**config.mk**
```make
export PLATFORM = sky130hd
export DESIGN_NAME = store_commit_top
export DESIGN_NICKNAME = d
export VERILOG_FILES = /design/src/dcache_pkg.sv /design/src/stq_pkg.sv /design/src/store_commit_top.sv /design/src/store_data_buf.sv /design/src/store_issue.sv /design/src/store_port_stage.sv /design/src/store_req_queue.sv
export SDC_FILE = /design/constraint.sdc
export NUM_CORES = 2
export LEC_CHECK = 0
export ABC_CLOCK_PERIOD_IN_PS = 9200
export BUFFER_PORTS_ARGS = -buffer_cell sky130_fd_sc_hd__buf_2
export CAP_MARGIN = 20
export CELL_PAD_IN_SITES_DETAIL_PLACEMENT = 0
export CELL_PAD_IN_SITES_GLOBAL_PLACEMENT = 2
export CORE_MARGIN = 1.5
export CORE_UTILIZATION = 25
export DETAILED_ROUTE_END_ITERATION = 10
export GPL_ROUTABILITY_DRIVEN = 0
export PLACE_DENSITY_LB_ADDON = 0.15
export SKIP_LAST_GASP = 1
export SYNTH_ARGS = -nofsm -noshare
export SYNTH_HDL_FRONTEND = slang
export SYNTH_SLANG_ARGS = --single-unit
```
**constraint.sdc**
```tcl
create_clock -name clk -period 9.2 [get_ports clk]
set_input_delay 2.76 -clock clk [delete_from_list [all_inputs] [get_ports clk]]
set_output_delay 2.76 -clock clk [all_outputs]
set_load 0.02 [all_outputs]
```
**src/dcache_pkg.sv**
```systemverilog
package dcache_pkg;

  localparam int NUM_BANKS  = 32;
  localparam int BANK_BYTES = 4;

  typedef logic [$clog2(NUM_BANKS)-1:0]  bank_t;
  typedef logic [BANK_BYTES-1:0]         ben_t;
  typedef logic [$clog2(BANK_BYTES)-1:0] byte_off_t;
  typedef logic [NUM_BANKS-1:0]          bank_mask_t;

  // 0: byte, 1: half, 2 and 3: word
  typedef logic [1:0] st_size_t;

  // offset of the last byte, bit 2 set when the store crosses into the next bank
  function automatic logic [2:0] last_off(byte_off_t low, st_size_t size);
    logic [2:0] len_m1;
    case (size)
      2'd0:    len_m1 = 3'd0;
      2'd1:    len_m1 = 3'd1;
      default: len_m1 = 3'd3;
    endcase
    return {1'b0, low} + len_m1;
  endfunction

  function automatic bank_mask_t bank_mask(bank_t bank, logic [2:0] last);
    bank_mask_t m;
    bank_t      nxt;
    nxt = bank + bank_t'(1);
    m   = bank_mask_t'(1) << bank;
    if (last[2]) begin
      m = m | (bank_mask_t'(1) << nxt);
    end
    return m;
  endfunction

endpackage

```
**src/stq_pkg.sv**
```systemverilog
package stq_pkg;

  localparam int ADDR_W     = 32;
  localparam int WQ_ENTRIES = 16;

  typedef logic [$clog2(WQ_ENTRIES)-1:0] wq_idx_t;
  typedef logic [31:0]                   st_data_t;
  typedef logic [63:0]                   port_data_t;

  // decoded store waiting for commit
  typedef struct packed {
    logic [ADDR_W-1:0]    addr;
    dcache_pkg::st_size_t size;
    wq_idx_t              wq;
  } st_req_t;

  // one data cache store port
  typedef struct packed {
    logic [ADDR_W-1:0] addr;
    dcache_pkg::ben_t  bgn_ben;
    dcache_pkg::ben_t  end_ben;
    dcache_pkg::bank_t end_bank;
    port_data_t        data;
  } st_port_t;

endpackage
```
**src/store_commit_top.sv**
```systemverilog
`timescale 1ns/1ps

module store_commit_top #(
  parameter int QUEUE_DEPTH = 8
) (
  input  logic              clk,
  input  logic              rst_n,
  input  logic              req_en,
  input  stq_pkg::st_req_t  req,
  output logic              req_full,
  input  logic              wdata_en,
  input  stq_pkg::wq_idx_t  wdata_wq,
  input  stq_pkg::st_data_t wdata,
  input  logic              st_stall,
  input  logic [3:0]        agu_hold,
  output logic              st0_en,
  output stq_pkg::st_port_t st0,
  output logic              st1_en,
  output stq_pkg::st_port_t st1
);
  import stq_pkg::*;

  logic     head0_vld;
  logic     head1_vld;
  st_req_t  head0;
  st_req_t  head1;
  logic     rdy0;
  logic     rdy1;
  st_data_t data0;
  st_data_t data1;
  logic     issue0;
  logic     issue1;

  store_req_queue #(
    .QUEUE_DEPTH(QUEUE_DEPTH)
  ) u_req_queue (
    .clk      (clk),
    .rst_n    (rst_n),
    .push     (req_en),
    .push_req (req),
    .pop0     (issue0),
    .pop1     (issue1),
    .full     (req_full),
    .head0_vld(head0_vld),
    .head0    (head0),
    .head1_vld(head1_vld),
    .head1    (head1)
  );

  store_data_buf u_data_buf (
    .clk     (clk),
    .rst_n   (rst_n),
    .wr_en   (wdata_en),
    .wr_wq   (wdata_wq),
    .wr_data (wdata),
    .rd_wq0  (head0.wq),
    .rd_wq1  (head1.wq),
    .clr0    (issue0),
    .clr1    (issue1),
    .rdy0    (rdy0),
    .rd_data0(data0),
    .rdy1    (rdy1),
    .rd_data1(data1)
  );

  store_issue u_issue (
    .clk      (clk),
    .rst_n    (rst_n),
    .head0_vld(head0_vld),
    .head0    (head0),
    .head1_vld(head1_vld),
    .head1    (head1),
    .rdy0     (rdy0),
    .rdy1     (rdy1),
    .agu_hold (agu_hold),
    .st_stall (st_stall),
    .issue0   (issue0),
    .issue1   (issue1)
  );

  store_port_stage u_port_stage (
    .clk   (clk),
    .rst_n (rst_n),
    .issue0(issue0),
    .issue1(issue1),
    .req0  (head0),
    .req1  (head1),
    .data0 (data0),
    .data1 (data1),
    .st0_en(st0_en),
    .st0   (st0),
    .st1_en(st1_en),
    .st1   (st1)
  );

endmodule

```
**src/store_data_buf.sv**
```systemverilog
`timescale 1ns/1ps

module store_data_buf (
  input  logic              clk,
  input  logic              rst_n,
  input  logic              wr_en,
  input  stq_pkg::wq_idx_t  wr_wq,
  input  stq_pkg::st_data_t wr_data,
  input  stq_pkg::wq_idx_t  rd_wq0,
  input  stq_pkg::wq_idx_t  rd_wq1,
  input  logic              clr0,
  input  logic              clr1,
  output logic              rdy0,
  output stq_pkg::st_data_t rd_data0,
  output logic              rdy1,
  output stq_pkg::st_data_t rd_data1
);
  import stq_pkg::*;

  st_data_t              data_mem [WQ_ENTRIES];
  logic [WQ_ENTRIES-1:0] rdy_q;

  always_ff @(posedge clk) begin
    if (wr_en) begin
      data_mem[wr_wq] <= wr_data;
    end
  end

  // clears first so that a write to the same slot wins
  always_ff @(posedge clk or negedge rst_n) begin
    if (!rst_n) begin
      rdy_q <= '0;
    end else begin
      if (clr0) begin
        rdy_q[rd_wq0] <= 1'b0;
      end
      if (clr1) begin
        rdy_q[rd_wq1] <= 1'b0;
      end
      if (wr_en) begin
        rdy_q[wr_wq] <= 1'b1;
      end
    end
  end

  assign rdy0     = rdy_q[rd_wq0];
  assign rd_data0 = data_mem[rd_wq0];
  assign rdy1     = rdy_q[rd_wq1];
  assign rd_data1 = data_mem[rd_wq1];

endmodule

```
**src/store_issue.sv**
```systemverilog
`timescale 1ns/1ps

module store_issue (
  input  logic             clk,
  input  logic             rst_n,
  input  logic             head0_vld,
  input  stq_pkg::st_req_t head0,
  input  logic             head1_vld,
  input  stq_pkg::st_req_t head1,
  input  logic             rdy0,
  input  logic             rdy1,
  input  logic [3:0]       agu_hold,
  input  logic             st_stall,
  output logic             issue0,
  output logic             issue1
);
  import dcache_pkg::*;

  logic       stall_q;
  logic       blocked;
  bank_mask_t mask0;
  bank_mask_t mask1;

  always_ff @(posedge clk or negedge rst_n) begin
    if (!rst_n) begin
      stall_q <= 1'b0;
    end else begin
      stall_q <= st_stall;
    end
  end

  // bus hold, miss hold, miss pause, data insert
  assign blocked = (|agu_hold) || stall_q;

  assign mask0 = bank_mask(head0.addr[6:2], last_off(head0.addr[1:0], head0.size));
  assign mask1 = bank_mask(head1.addr[6:2], last_off(head1.addr[1:0], head1.size));

  assign issue0 = head0_vld && rdy0 && !blocked;

  // second port only when no bank is shared with the first store
  assign issue1 = issue0 && head1_vld && rdy1 && ((mask0 & mask1) == '0);

endmodule

```
**src/store_port_stage.sv**
```systemverilog
`timescale 1ns/1ps

module store_port_stage (
  input  logic              clk,
  input  logic              rst_n,
  input  logic              issue0,
  input  logic              issue1,
  input  stq_pkg::st_req_t  req0,
  input  stq_pkg::st_req_t  req1,
  input  stq_pkg::st_data_t data0,
  input  stq_pkg::st_data_t data1,
  output logic              st0_en,
  output stq_pkg::st_port_t st0,
  output logic              st1_en,
  output stq_pkg::st_port_t st1
);
  import dcache_pkg::*;
  import stq_pkg::*;

  logic [1:0] en_q;
  st_req_t    req0_q;
  st_req_t    req1_q;
  st_data_t   data0_q;
  st_data_t   data1_q;

  function automatic st_port_t form_port(st_req_t r, st_data_t d);
    st_port_t   p;
    byte_off_t  low;
    logic [2:0] last;
    logic [1:0] top;
    low  = r.addr[1:0];
    last = last_off(low, r.size);
    // first bank ends at byte 3 when the store spills over
    top  = last[2] ? 2'd3 : last[1:0];
    p.addr = r.addr;
    for (int i = 0; i < BANK_BYTES; i++) begin
      p.bgn_ben[i] = (i >= low) && (i <= top);
      p.end_ben[i] = last[2] && (i <= last[1:0]);
    end
    p.end_bank = r.addr[6:2] + bank_t'(last[2]);
    p.data     = port_data_t'(d) << {low, 3'b000};
    return p;
  endfunction

  always_ff @(posedge clk or negedge rst_n) begin
    if (!rst_n) begin
      en_q <= 2'b00;
    end else begin
      en_q <= {issue1, issue0};
    end
  end

  always_ff @(posedge clk) begin
    if (issue0) begin
      req0_q  <= req0;
      data0_q <= data0;
    end
    if (issue1) begin
      req1_q  <= req1;
      data1_q <= data1;
    end
  end

  assign st0_en = en_q[0];
  assign st1_en = en_q[1];
  assign st0    = form_port(req0_q, data0_q);
  assign st1    = form_port(req1_q, data1_q);

endmodule

```
**src/store_req_queue.sv**
```systemverilog
`timescale 1ns/1ps

module store_req_queue #(
  parameter int QUEUE_DEPTH = 8
) (
  input  logic             clk,
  input  logic             rst_n,
  input  logic             push,
  input  stq_pkg::st_req_t push_req,
  input  logic             pop0,
  input  logic             pop1,
  output logic             full,
  output logic             head0_vld,
  output stq_pkg::st_req_t head0,
  output logic             head1_vld,
  output stq_pkg::st_req_t head1
);
  import stq_pkg::*;

  localparam int PTR_W = $clog2(QUEUE_DEPTH);
  localparam int CNT_W = $clog2(QUEUE_DEPTH + 1);
  localparam logic [PTR_W:0]   DEPTH_P = QUEUE_DEPTH[PTR_W:0];
  localparam logic [CNT_W-1:0] DEPTH_C = QUEUE_DEPTH[CNT_W-1:0];

  st_req_t          mem [QUEUE_DEPTH];
  logic [PTR_W-1:0] rd_ptr;
  logic [PTR_W-1:0] wr_ptr;
  logic [CNT_W-1:0] count_q;
  logic             push_ok;
  logic [1:0]       pop_n;

  // pointer advance with wrap, depth need not be a power of two
  function automatic logic [PTR_W-1:0] ptr_add(logic [PTR_W-1:0] p, logic [1:0] n);
    logic [PTR_W:0] s;
    s = {1'b0, p} + n;
    if (s >= DEPTH_P) begin
      s = s - DEPTH_P;
    end
    return s[PTR_W-1:0];
  endfunction

  assign full    = (count_q == DEPTH_C);
  assign push_ok = push && !full;
  // pop1 only ever comes with pop0
  assign pop_n   = {1'b0, pop0} + {1'b0, pop1};

  always_ff @(posedge clk) begin
    if (push_ok) begin
      mem[wr_ptr] <= push_req;
    end
  end

  always_ff @(posedge clk or negedge rst_n) begin
    if (!rst_n) begin
      rd_ptr  <= '0;
      wr_ptr  <= '0;
      count_q <= '0;
    end else begin
      rd_ptr  <= ptr_add(rd_ptr, pop_n);
      wr_ptr  <= ptr_add(wr_ptr, {1'b0, push_ok});
      count_q <= count_q + CNT_W'(push_ok) - CNT_W'(pop_n);
    end
  end

  // two oldest entries
  assign head0_vld = (count_q != '0);
  assign head1_vld = (count_q > CNT_W'(1));
  assign head0     = mem[rd_ptr];
  assign head1     = mem[ptr_add(rd_ptr, 2'd1)];

endmodule

```
# After elaboration in Yosys (flattened, before gate mapping)
# Memory sizes are Yosys's and may differ from the RTL's. A register that Yosys moved wholly into a read port is not among the register bits.
# Cells that the tools add are included.
[classes]
order_cmp = 28
n_eq_ne = 5
mux = 28
shifts = 6
bitwise_logic = 8
reduce_logical = 29
n_addsub = 17
[ops]
columns = ["cell", "count"]
rows = [
  ["1-bit by 5-bit << shifter with 32-bit output (first input constant)", 4],
  ["32-bit by 5-bit << shifter with 64-bit output", 2],
  ["32-bit two-way mux", 2],
  ["32-bit bitwise OR", 2],
  ["16-bit two-way mux", 3],
  ["16-bit AND", 2],
  ["32-bit AND", 1],
  ["32-bit logical NOT", 1],
  ["16-bit inverter", 2],
  ["1-bit logical AND", 19],
  ["2-bit <= comparator (first input constant)", 8],
  ["16-bit bitwise OR", 1],
  ["2-bit one-hot mux with 2 select lines", 4],
  ["4-bit by 5-bit < comparator with 1-bit output (second input constant)", 3],
  ["1-bit demux with 4-bit select", 3],
  ["4-bit by 1-bit greater-or-equal comparator with 1-bit output (second input constant)", 3],
  ["4-bit greater-or-equal comparator (second input constant)", 3],
  ["5-bit by 1-bit adder with 5-bit output", 2],
  ["5-bit by 1-bit adder with 5-bit output (second input constant)", 2],
  ["2-bit by 2-bit adder with 3-bit output", 3],
  ["1-bit two-way mux", 9],
  ["3-bit two-way mux", 3],
  ["3-bit by 1-bit subtractor with 3-bit output (second input constant)", 3],
  ["1-bit binary-select mux with 4-bit select", 2],
  ["19 further kinds", 34],
]
[totals]
memories = 2
in_bits = 83
word_cells = 133
register_bits = 97
ramBits = 816
[memory_table]
columns = ["name", "depth", "word_bits", "read_ports", "rd_ports_with_merged_regs", "wr", "line_no", "rtl"]
rows = [
  ["u_data_buf.data_mem", 16, 32, 2, 2, 1, "store_data_buf.sv:20", "st_data_t data_mem [WQ_ENTRIES];"],
  ["u_req_queue.mem", 8, 38, 2, 0, 1, "store_req_queue.sv:25", "st_req_t mem [QUEUE_DEPTH];"],
]

# Logic depth before layout (Yosys ltp)
# An unclocked memory read counts as a cell.
[logic_depth]
word_depth = 15
ltp_mapped = 24
ltp_nobuf = 20

# Hierarchy
# A second synthesis with hierarchy kept.
[unflattened]
cells_unflattened = 2604
area_unflattened_um2 = 46100.5
[by_module_without_submodules]
columns = ["mod", "cells_per_inst", "seq_area_each_um2", "area_per_inst_um2", "n_inst"]
rows = [
  ["store_data_buf", 1155, 15775.1, 23895.4, 1],
  ["store_req_queue", 901, 9379.0, 15142.0, 1],
  ["store_port_stage", 447, 4013.8, 6367.4, 1],
  ["store_issue", 101, 25.0, 695.7, 1],
]

# Worst setup path after synthesis
# OpenSTA, ideal clock, no wires.
[synth_path]
path_kind = "input-to-reg"
startpoint = "in agu_hold[0]"
endpoint = "reg u_req_queue.count_q[2]"
n_path_buf = 1
setup_time_ps = 123
t_arrival_ps = 7809
stages = 17
slack_ps = 1269
path_cell_list = "nor3_1 -> o211ai_1 -> or2_1 -> a221oi_2 -> o21a_1 -> buf_6 -> a221oi_2 -> a311oi_4 -> nand4_4 -> nor3_4 -> ha_1 -> ha_1 -> inv_1 -> ha_1 -> inv_1 -> fa_1 -> xnor2_1"
[synth_between]
elab_chain_len = 9
[synth_rtl]
columns = ["element", "line_no", "rtl"]
rows = [
  ["start, declared", "store_commit_top.sv:15", "input logic [3:0] agu_hold,"],
  ["4-bit OR reduction", "store_issue.sv:33", "assign blocked = (|agu_hold) || stall_q;"],
  ["1-bit logical OR", "store_issue.sv:33", ""],
  ["1-bit logical NOT", "store_issue.sv:38", "assign issue0 = head0_vld && rdy0 && !blocked;"],
  ["1-bit logical AND", "store_issue.sv:38", ""],
  ["1-bit logical AND (3 in a row)", "store_issue.sv:41", "assign issue1 = issue0 && head1_vld && rdy1 && ((mask0 & mask1) == '0);"],
  ["named net issue1", "store_commit_top.sv:32", "logic issue1;"],
  ["1-bit by 1-bit adder with 2-bit output", "store_req_queue.sv:45", "assign pop_n = {1'b0, pop0} + {1'b0, pop1};"],
  ["4-bit by 2-bit subtractor with 4-bit output", "store_req_queue.sv:61", "count_q <= count_q + CNT_W'(push_ok) - CNT_W'(pop_n);"],
  ["end signal, assigned", "store_req_queue.sv:61", ""],
  ["end, declared", "store_req_queue.sv:28", "logic [CNT_W-1:0] count_q;"],
]
# The timed path passes the listed nets, and every way through them passes these cells.
# A chain may end at the register's enable or synchronous reset.

==> impl_metrics.json <==
{
  "ys_async_sr_fraction": 0.0297,
  "crit_path_frequent_cell": "buf_4",
  "die-area_um2": 196000,
  "drive_above_1_share": 0.208,
  "timing.critical_path.slowest_cell_delay_ns": 0.84,
  "start_util": 0.252,
  "reg2reg_from": "u_req_queue.rd_ptr[1]$_DFF_PN0_",
  "nets": 3970,
  "r2r_end": "u_port_stage.data1_q[16]$_DFFE_PN_",
  "synth_compound_area_frac": 0.129,
  "wl_um": 177000,
  "synth_xor_area_frac": 0.00375,
  "cts_tree": "done",
  "clock_tree.root_cell": "clkbuf_16",
  "synth-simple-area-share": 0.109,
  "clock_sinks": 977,
  "finalSetupViolations": 0,
  "synth_top_family_by_area": "compound AO/OA/AOI/OAI gates",
  "seq_area_frac_synth": 0.603,
  "cts_inserted_buffers": 119,
  "die_w_um": 443,
  "p_leak_uw": 0.0183,
  "syn_to_final_growth_pct": 15.6,
  "yosysTopAreaCellShare": 0.588,
  "hold_path_class": "flip-flop to flip-flop",
  "synth_area_leaders": "edfxtp_1 (59%), mux4_2 (6.7%), a211oi_1 (5.1%)",
  "fill_cells": 19500,
  "netlist.top_cell.by_area": "edfxtp_1",
  "finalCriticalPeriod_ns": 7.04,
  "hold_viol": 0,
  "required_ns": 9.57,
  "crit_fanout": 41,
  "htree_levels": 3,
  "synth_area_um2": 48400,
  "hpwl_um": 101000,
  "yosysWarnings": 0,
  "num_rows": 161,
  "fin_hold_ws_ns": 0.526,
  "drtIter0Drc": 2346,
  "antenna_found_initial": 37,
  "synthAdderAreaFrac": 0.00786,
  "syn_avg_cell_area_um2": 13.0,
  "powerDensity_nw_per_um2": 425,
  "slowest_stage": "ha_4",
  "overflow": 0,
  "path_class": "flip-flop to flip-flop",
  "fp.dieH_um": 443,
  "post_cts_buffers": 0,
  "num_vias": 32500,
  "synth_edf_count": 948,
  "postCtsHoldBufs": 0,
  "min_from": "u_req_queue.wr_ptr[0]$_DFF_PN0_",
  "final.setup.tns_ns": 0,
  "max-slew-margin-rel": 0.295,
  "layout_commonest_cell": "edfxtp_1",
  "status": "complete, no violations",
  "grt_pass1_vias": 33100,
  "wl_per_cell_um": 27.2,
  "final_cell_mix": "edfxtp_1 (948), nand2_1 (584), a211oi_1 (329)",
  "drc_errors": 0,
  "cts_resized": 0,
  "rr_worst_depth": 14,
  "vias_per_cell": 5.00,
  "first_pass_iters": 6,
  "rsz0062_at_grt": "false",
  "antenna_left": 0,
  "hold_depth": 1,
  "drv_cap": 0,
  "drv_slew": 0,
  "reg2reg_slack_ns": 2.16,
  "clock_latency_ns": 0.80,
  "clock.fmax_mhz": 142,
  "tightest_slew_ns": 1.06,
  "path_clk_slew_ns": 0.06,
  "cts_buffer_depth": 3,
  "skew_ns": 0.0786,
  "synthMuxAreaShare": 0.107,
  "cp-start-kind": "flip-flop",
  "ir_worst_vdd_uv": 700,
  "pin_count": 304,
  "io_buffer_count": 287,
  "ys_types": 81,
  "core_um2": 192000,
  "fin_crit_sh": 0.765,
  "grt_pass1_wl_um": 249000,
  "syn_inst": 3737,
  "worstPathArrival_ns": 7.41,
  "min_to": "u_req_queue.wr_ptr[0]$_DFF_PN0_",
  "track_usage": 0.176,
  "crit_path_cell_trace": "ha_4 > mux4_2 > mux2_2 > ha_1 > nor2b_1 > a221oi_4 > nor3_1 > a22oi_1 > o32ai_1 > nor4_2 > nand4_4 > nor3_4 > buf_4 > buf_4",
  "grt_max_degree": 145,
  "ys_seq_elements": 977,
  "synth_flop_cell": "edfxtp_1",
  "critPathCaptureType": "flip-flop"
}
-- routing by layer --
layer	GRT usage	up-vias	share of wire	wire, um
met1	0.234	16600	0.45	79200
met2	0.284	881	0.47	82300
met5	0	-	0.00074	131
met4	0.0704	20	0.040	7050
li1	-	14700	-	-
met3	0.0292	274	0.047	8260
-- stage by stage --
stage / std cells / setup slack (ns) / cell area, um2 / utilization / power, uW
after floorplan: 3752 / 1.27 / 48500 / - / 14600
after global placement: 6264 / 2.10 / 52200 / 0.271 / 19700
after detailed placement: 6264 / 1.96 / 52200 / 0.271 / 19600
after CTS: 6489 / 2.01 / 55900 / 0.291 / 24200
after global routing: 6493 / 1.70 / 55900 / 0.291 / 25200
final: 6499 / 2.16 / 56000 / 0.291 / 23800
-- synthesized netlist by cell type (21+ instances only) --
cell type    n
ha_1        24
a211oi_1   329
buf_4       86
buf_1       34
a311oi_1   129
edfxtp_1   948
a21oi_1    150
dfrtp_1     29
and3_1      21
a31oi_1    140
nor3_1      34
mux4_2     144
inv_1       29
nand2_1    584
mux2i_1     87
mux2_2      80
nand3_1     25
clkbuf_1   236
and2_1     285
nor2_1     101
-- cell type report --
| cell class | instances | area (um2) | area share |
|---|---|---|---|
| Timing Repair Buffer | 361 | 2090 | 0.0374 |
| Sequential cell | 977 | 29200 | 0.522 |
| Tap cell | 2526 | 3160 | 0.0565 |
| Clock inverter | 75 | 626 | 0.0112 |
| Multi-Input combinational cell | 2367 | 17600 | 0.315 |
| Antenna cell | 10 | 25.0 | 0.000447 |
| Inverter | 33 | 129 | 0.00230 |
| Clock buffer | 150 | 3100 | 0.0555 |
-- worst max-delay path: cells and delay by family, from the launching register on --
kind	cells	cell delay, ns
fa+ha+maj	2	1.15
mux	2	0.90
simple gates	5	1.40
buf+inv	2	1.36
compound gates	3	0.96
flops	1	0.75
-- power by group --
group | total [uW] | internal, uW | leakage (uW) | switching [uW]
clock | 4490 | 2510 | 0.00180 | 1980
sequential | 5910 | 5600 | 0.00889 | 315
combinational | 13400 | 4180 | 0.00763 | 9190
-- registers in the layout, summed over array words and instances, names as in the netlist, 3 cells and up --
register,flops
u_data_buf.data_mem,512
u_data_buf.rdy_q,16
u_port_stage.data0_q,32
u_port_stage.data1_q,32
u_port_stage.st0,32
u_port_stage.st1,32
u_req_queue.count_q,4
u_req_queue.mem,304
u_req_queue.rd_ptr,3
u_req_queue.wr_ptr,3
-- cell families after synthesis --
| family | count (synthesis) |
|---|---|
| buffers and inverters | 408 |
| AND/OR/NAND/NOR | 1117 |
| XOR/XNOR | 19 |
| AO/OA/AOI/OAI | 868 |
| other | 1 |
| adder cells (fa/ha/maj) | 28 |
| multiplexers | 319 |
| flip-flops | 977 |
-- worst max-delay path by stage --
stage	from	to	slack [ns]
after floorplan	agu_hold[0]	u_req_queue.count_q[2]$_DFF_PN0_	1.27
after global placement	agu_hold[0]	u_port_stage.data1_q[6]$_DFFE_PN_	2.10
after detailed placement	agu_hold[0]	u_port_stage.data1_q[16]$_DFFE_PN_	1.96
after CTS	u_req_queue.rd_ptr[1]$_DFF_PN0_	u_port_stage.data1_q[25]$_DFFE_PN_	2.01
after global routing	u_req_queue.rd_ptr[1]$_DFF_PN0_	u_port_stage.data1_q[16]$_DFFE_PN_	1.70
final	u_req_queue.rd_ptr[1]$_DFF_PN0_	u_port_stage.data1_q[16]$_DFFE_PN_	2.16
Power figures use the tool's default switching activity.
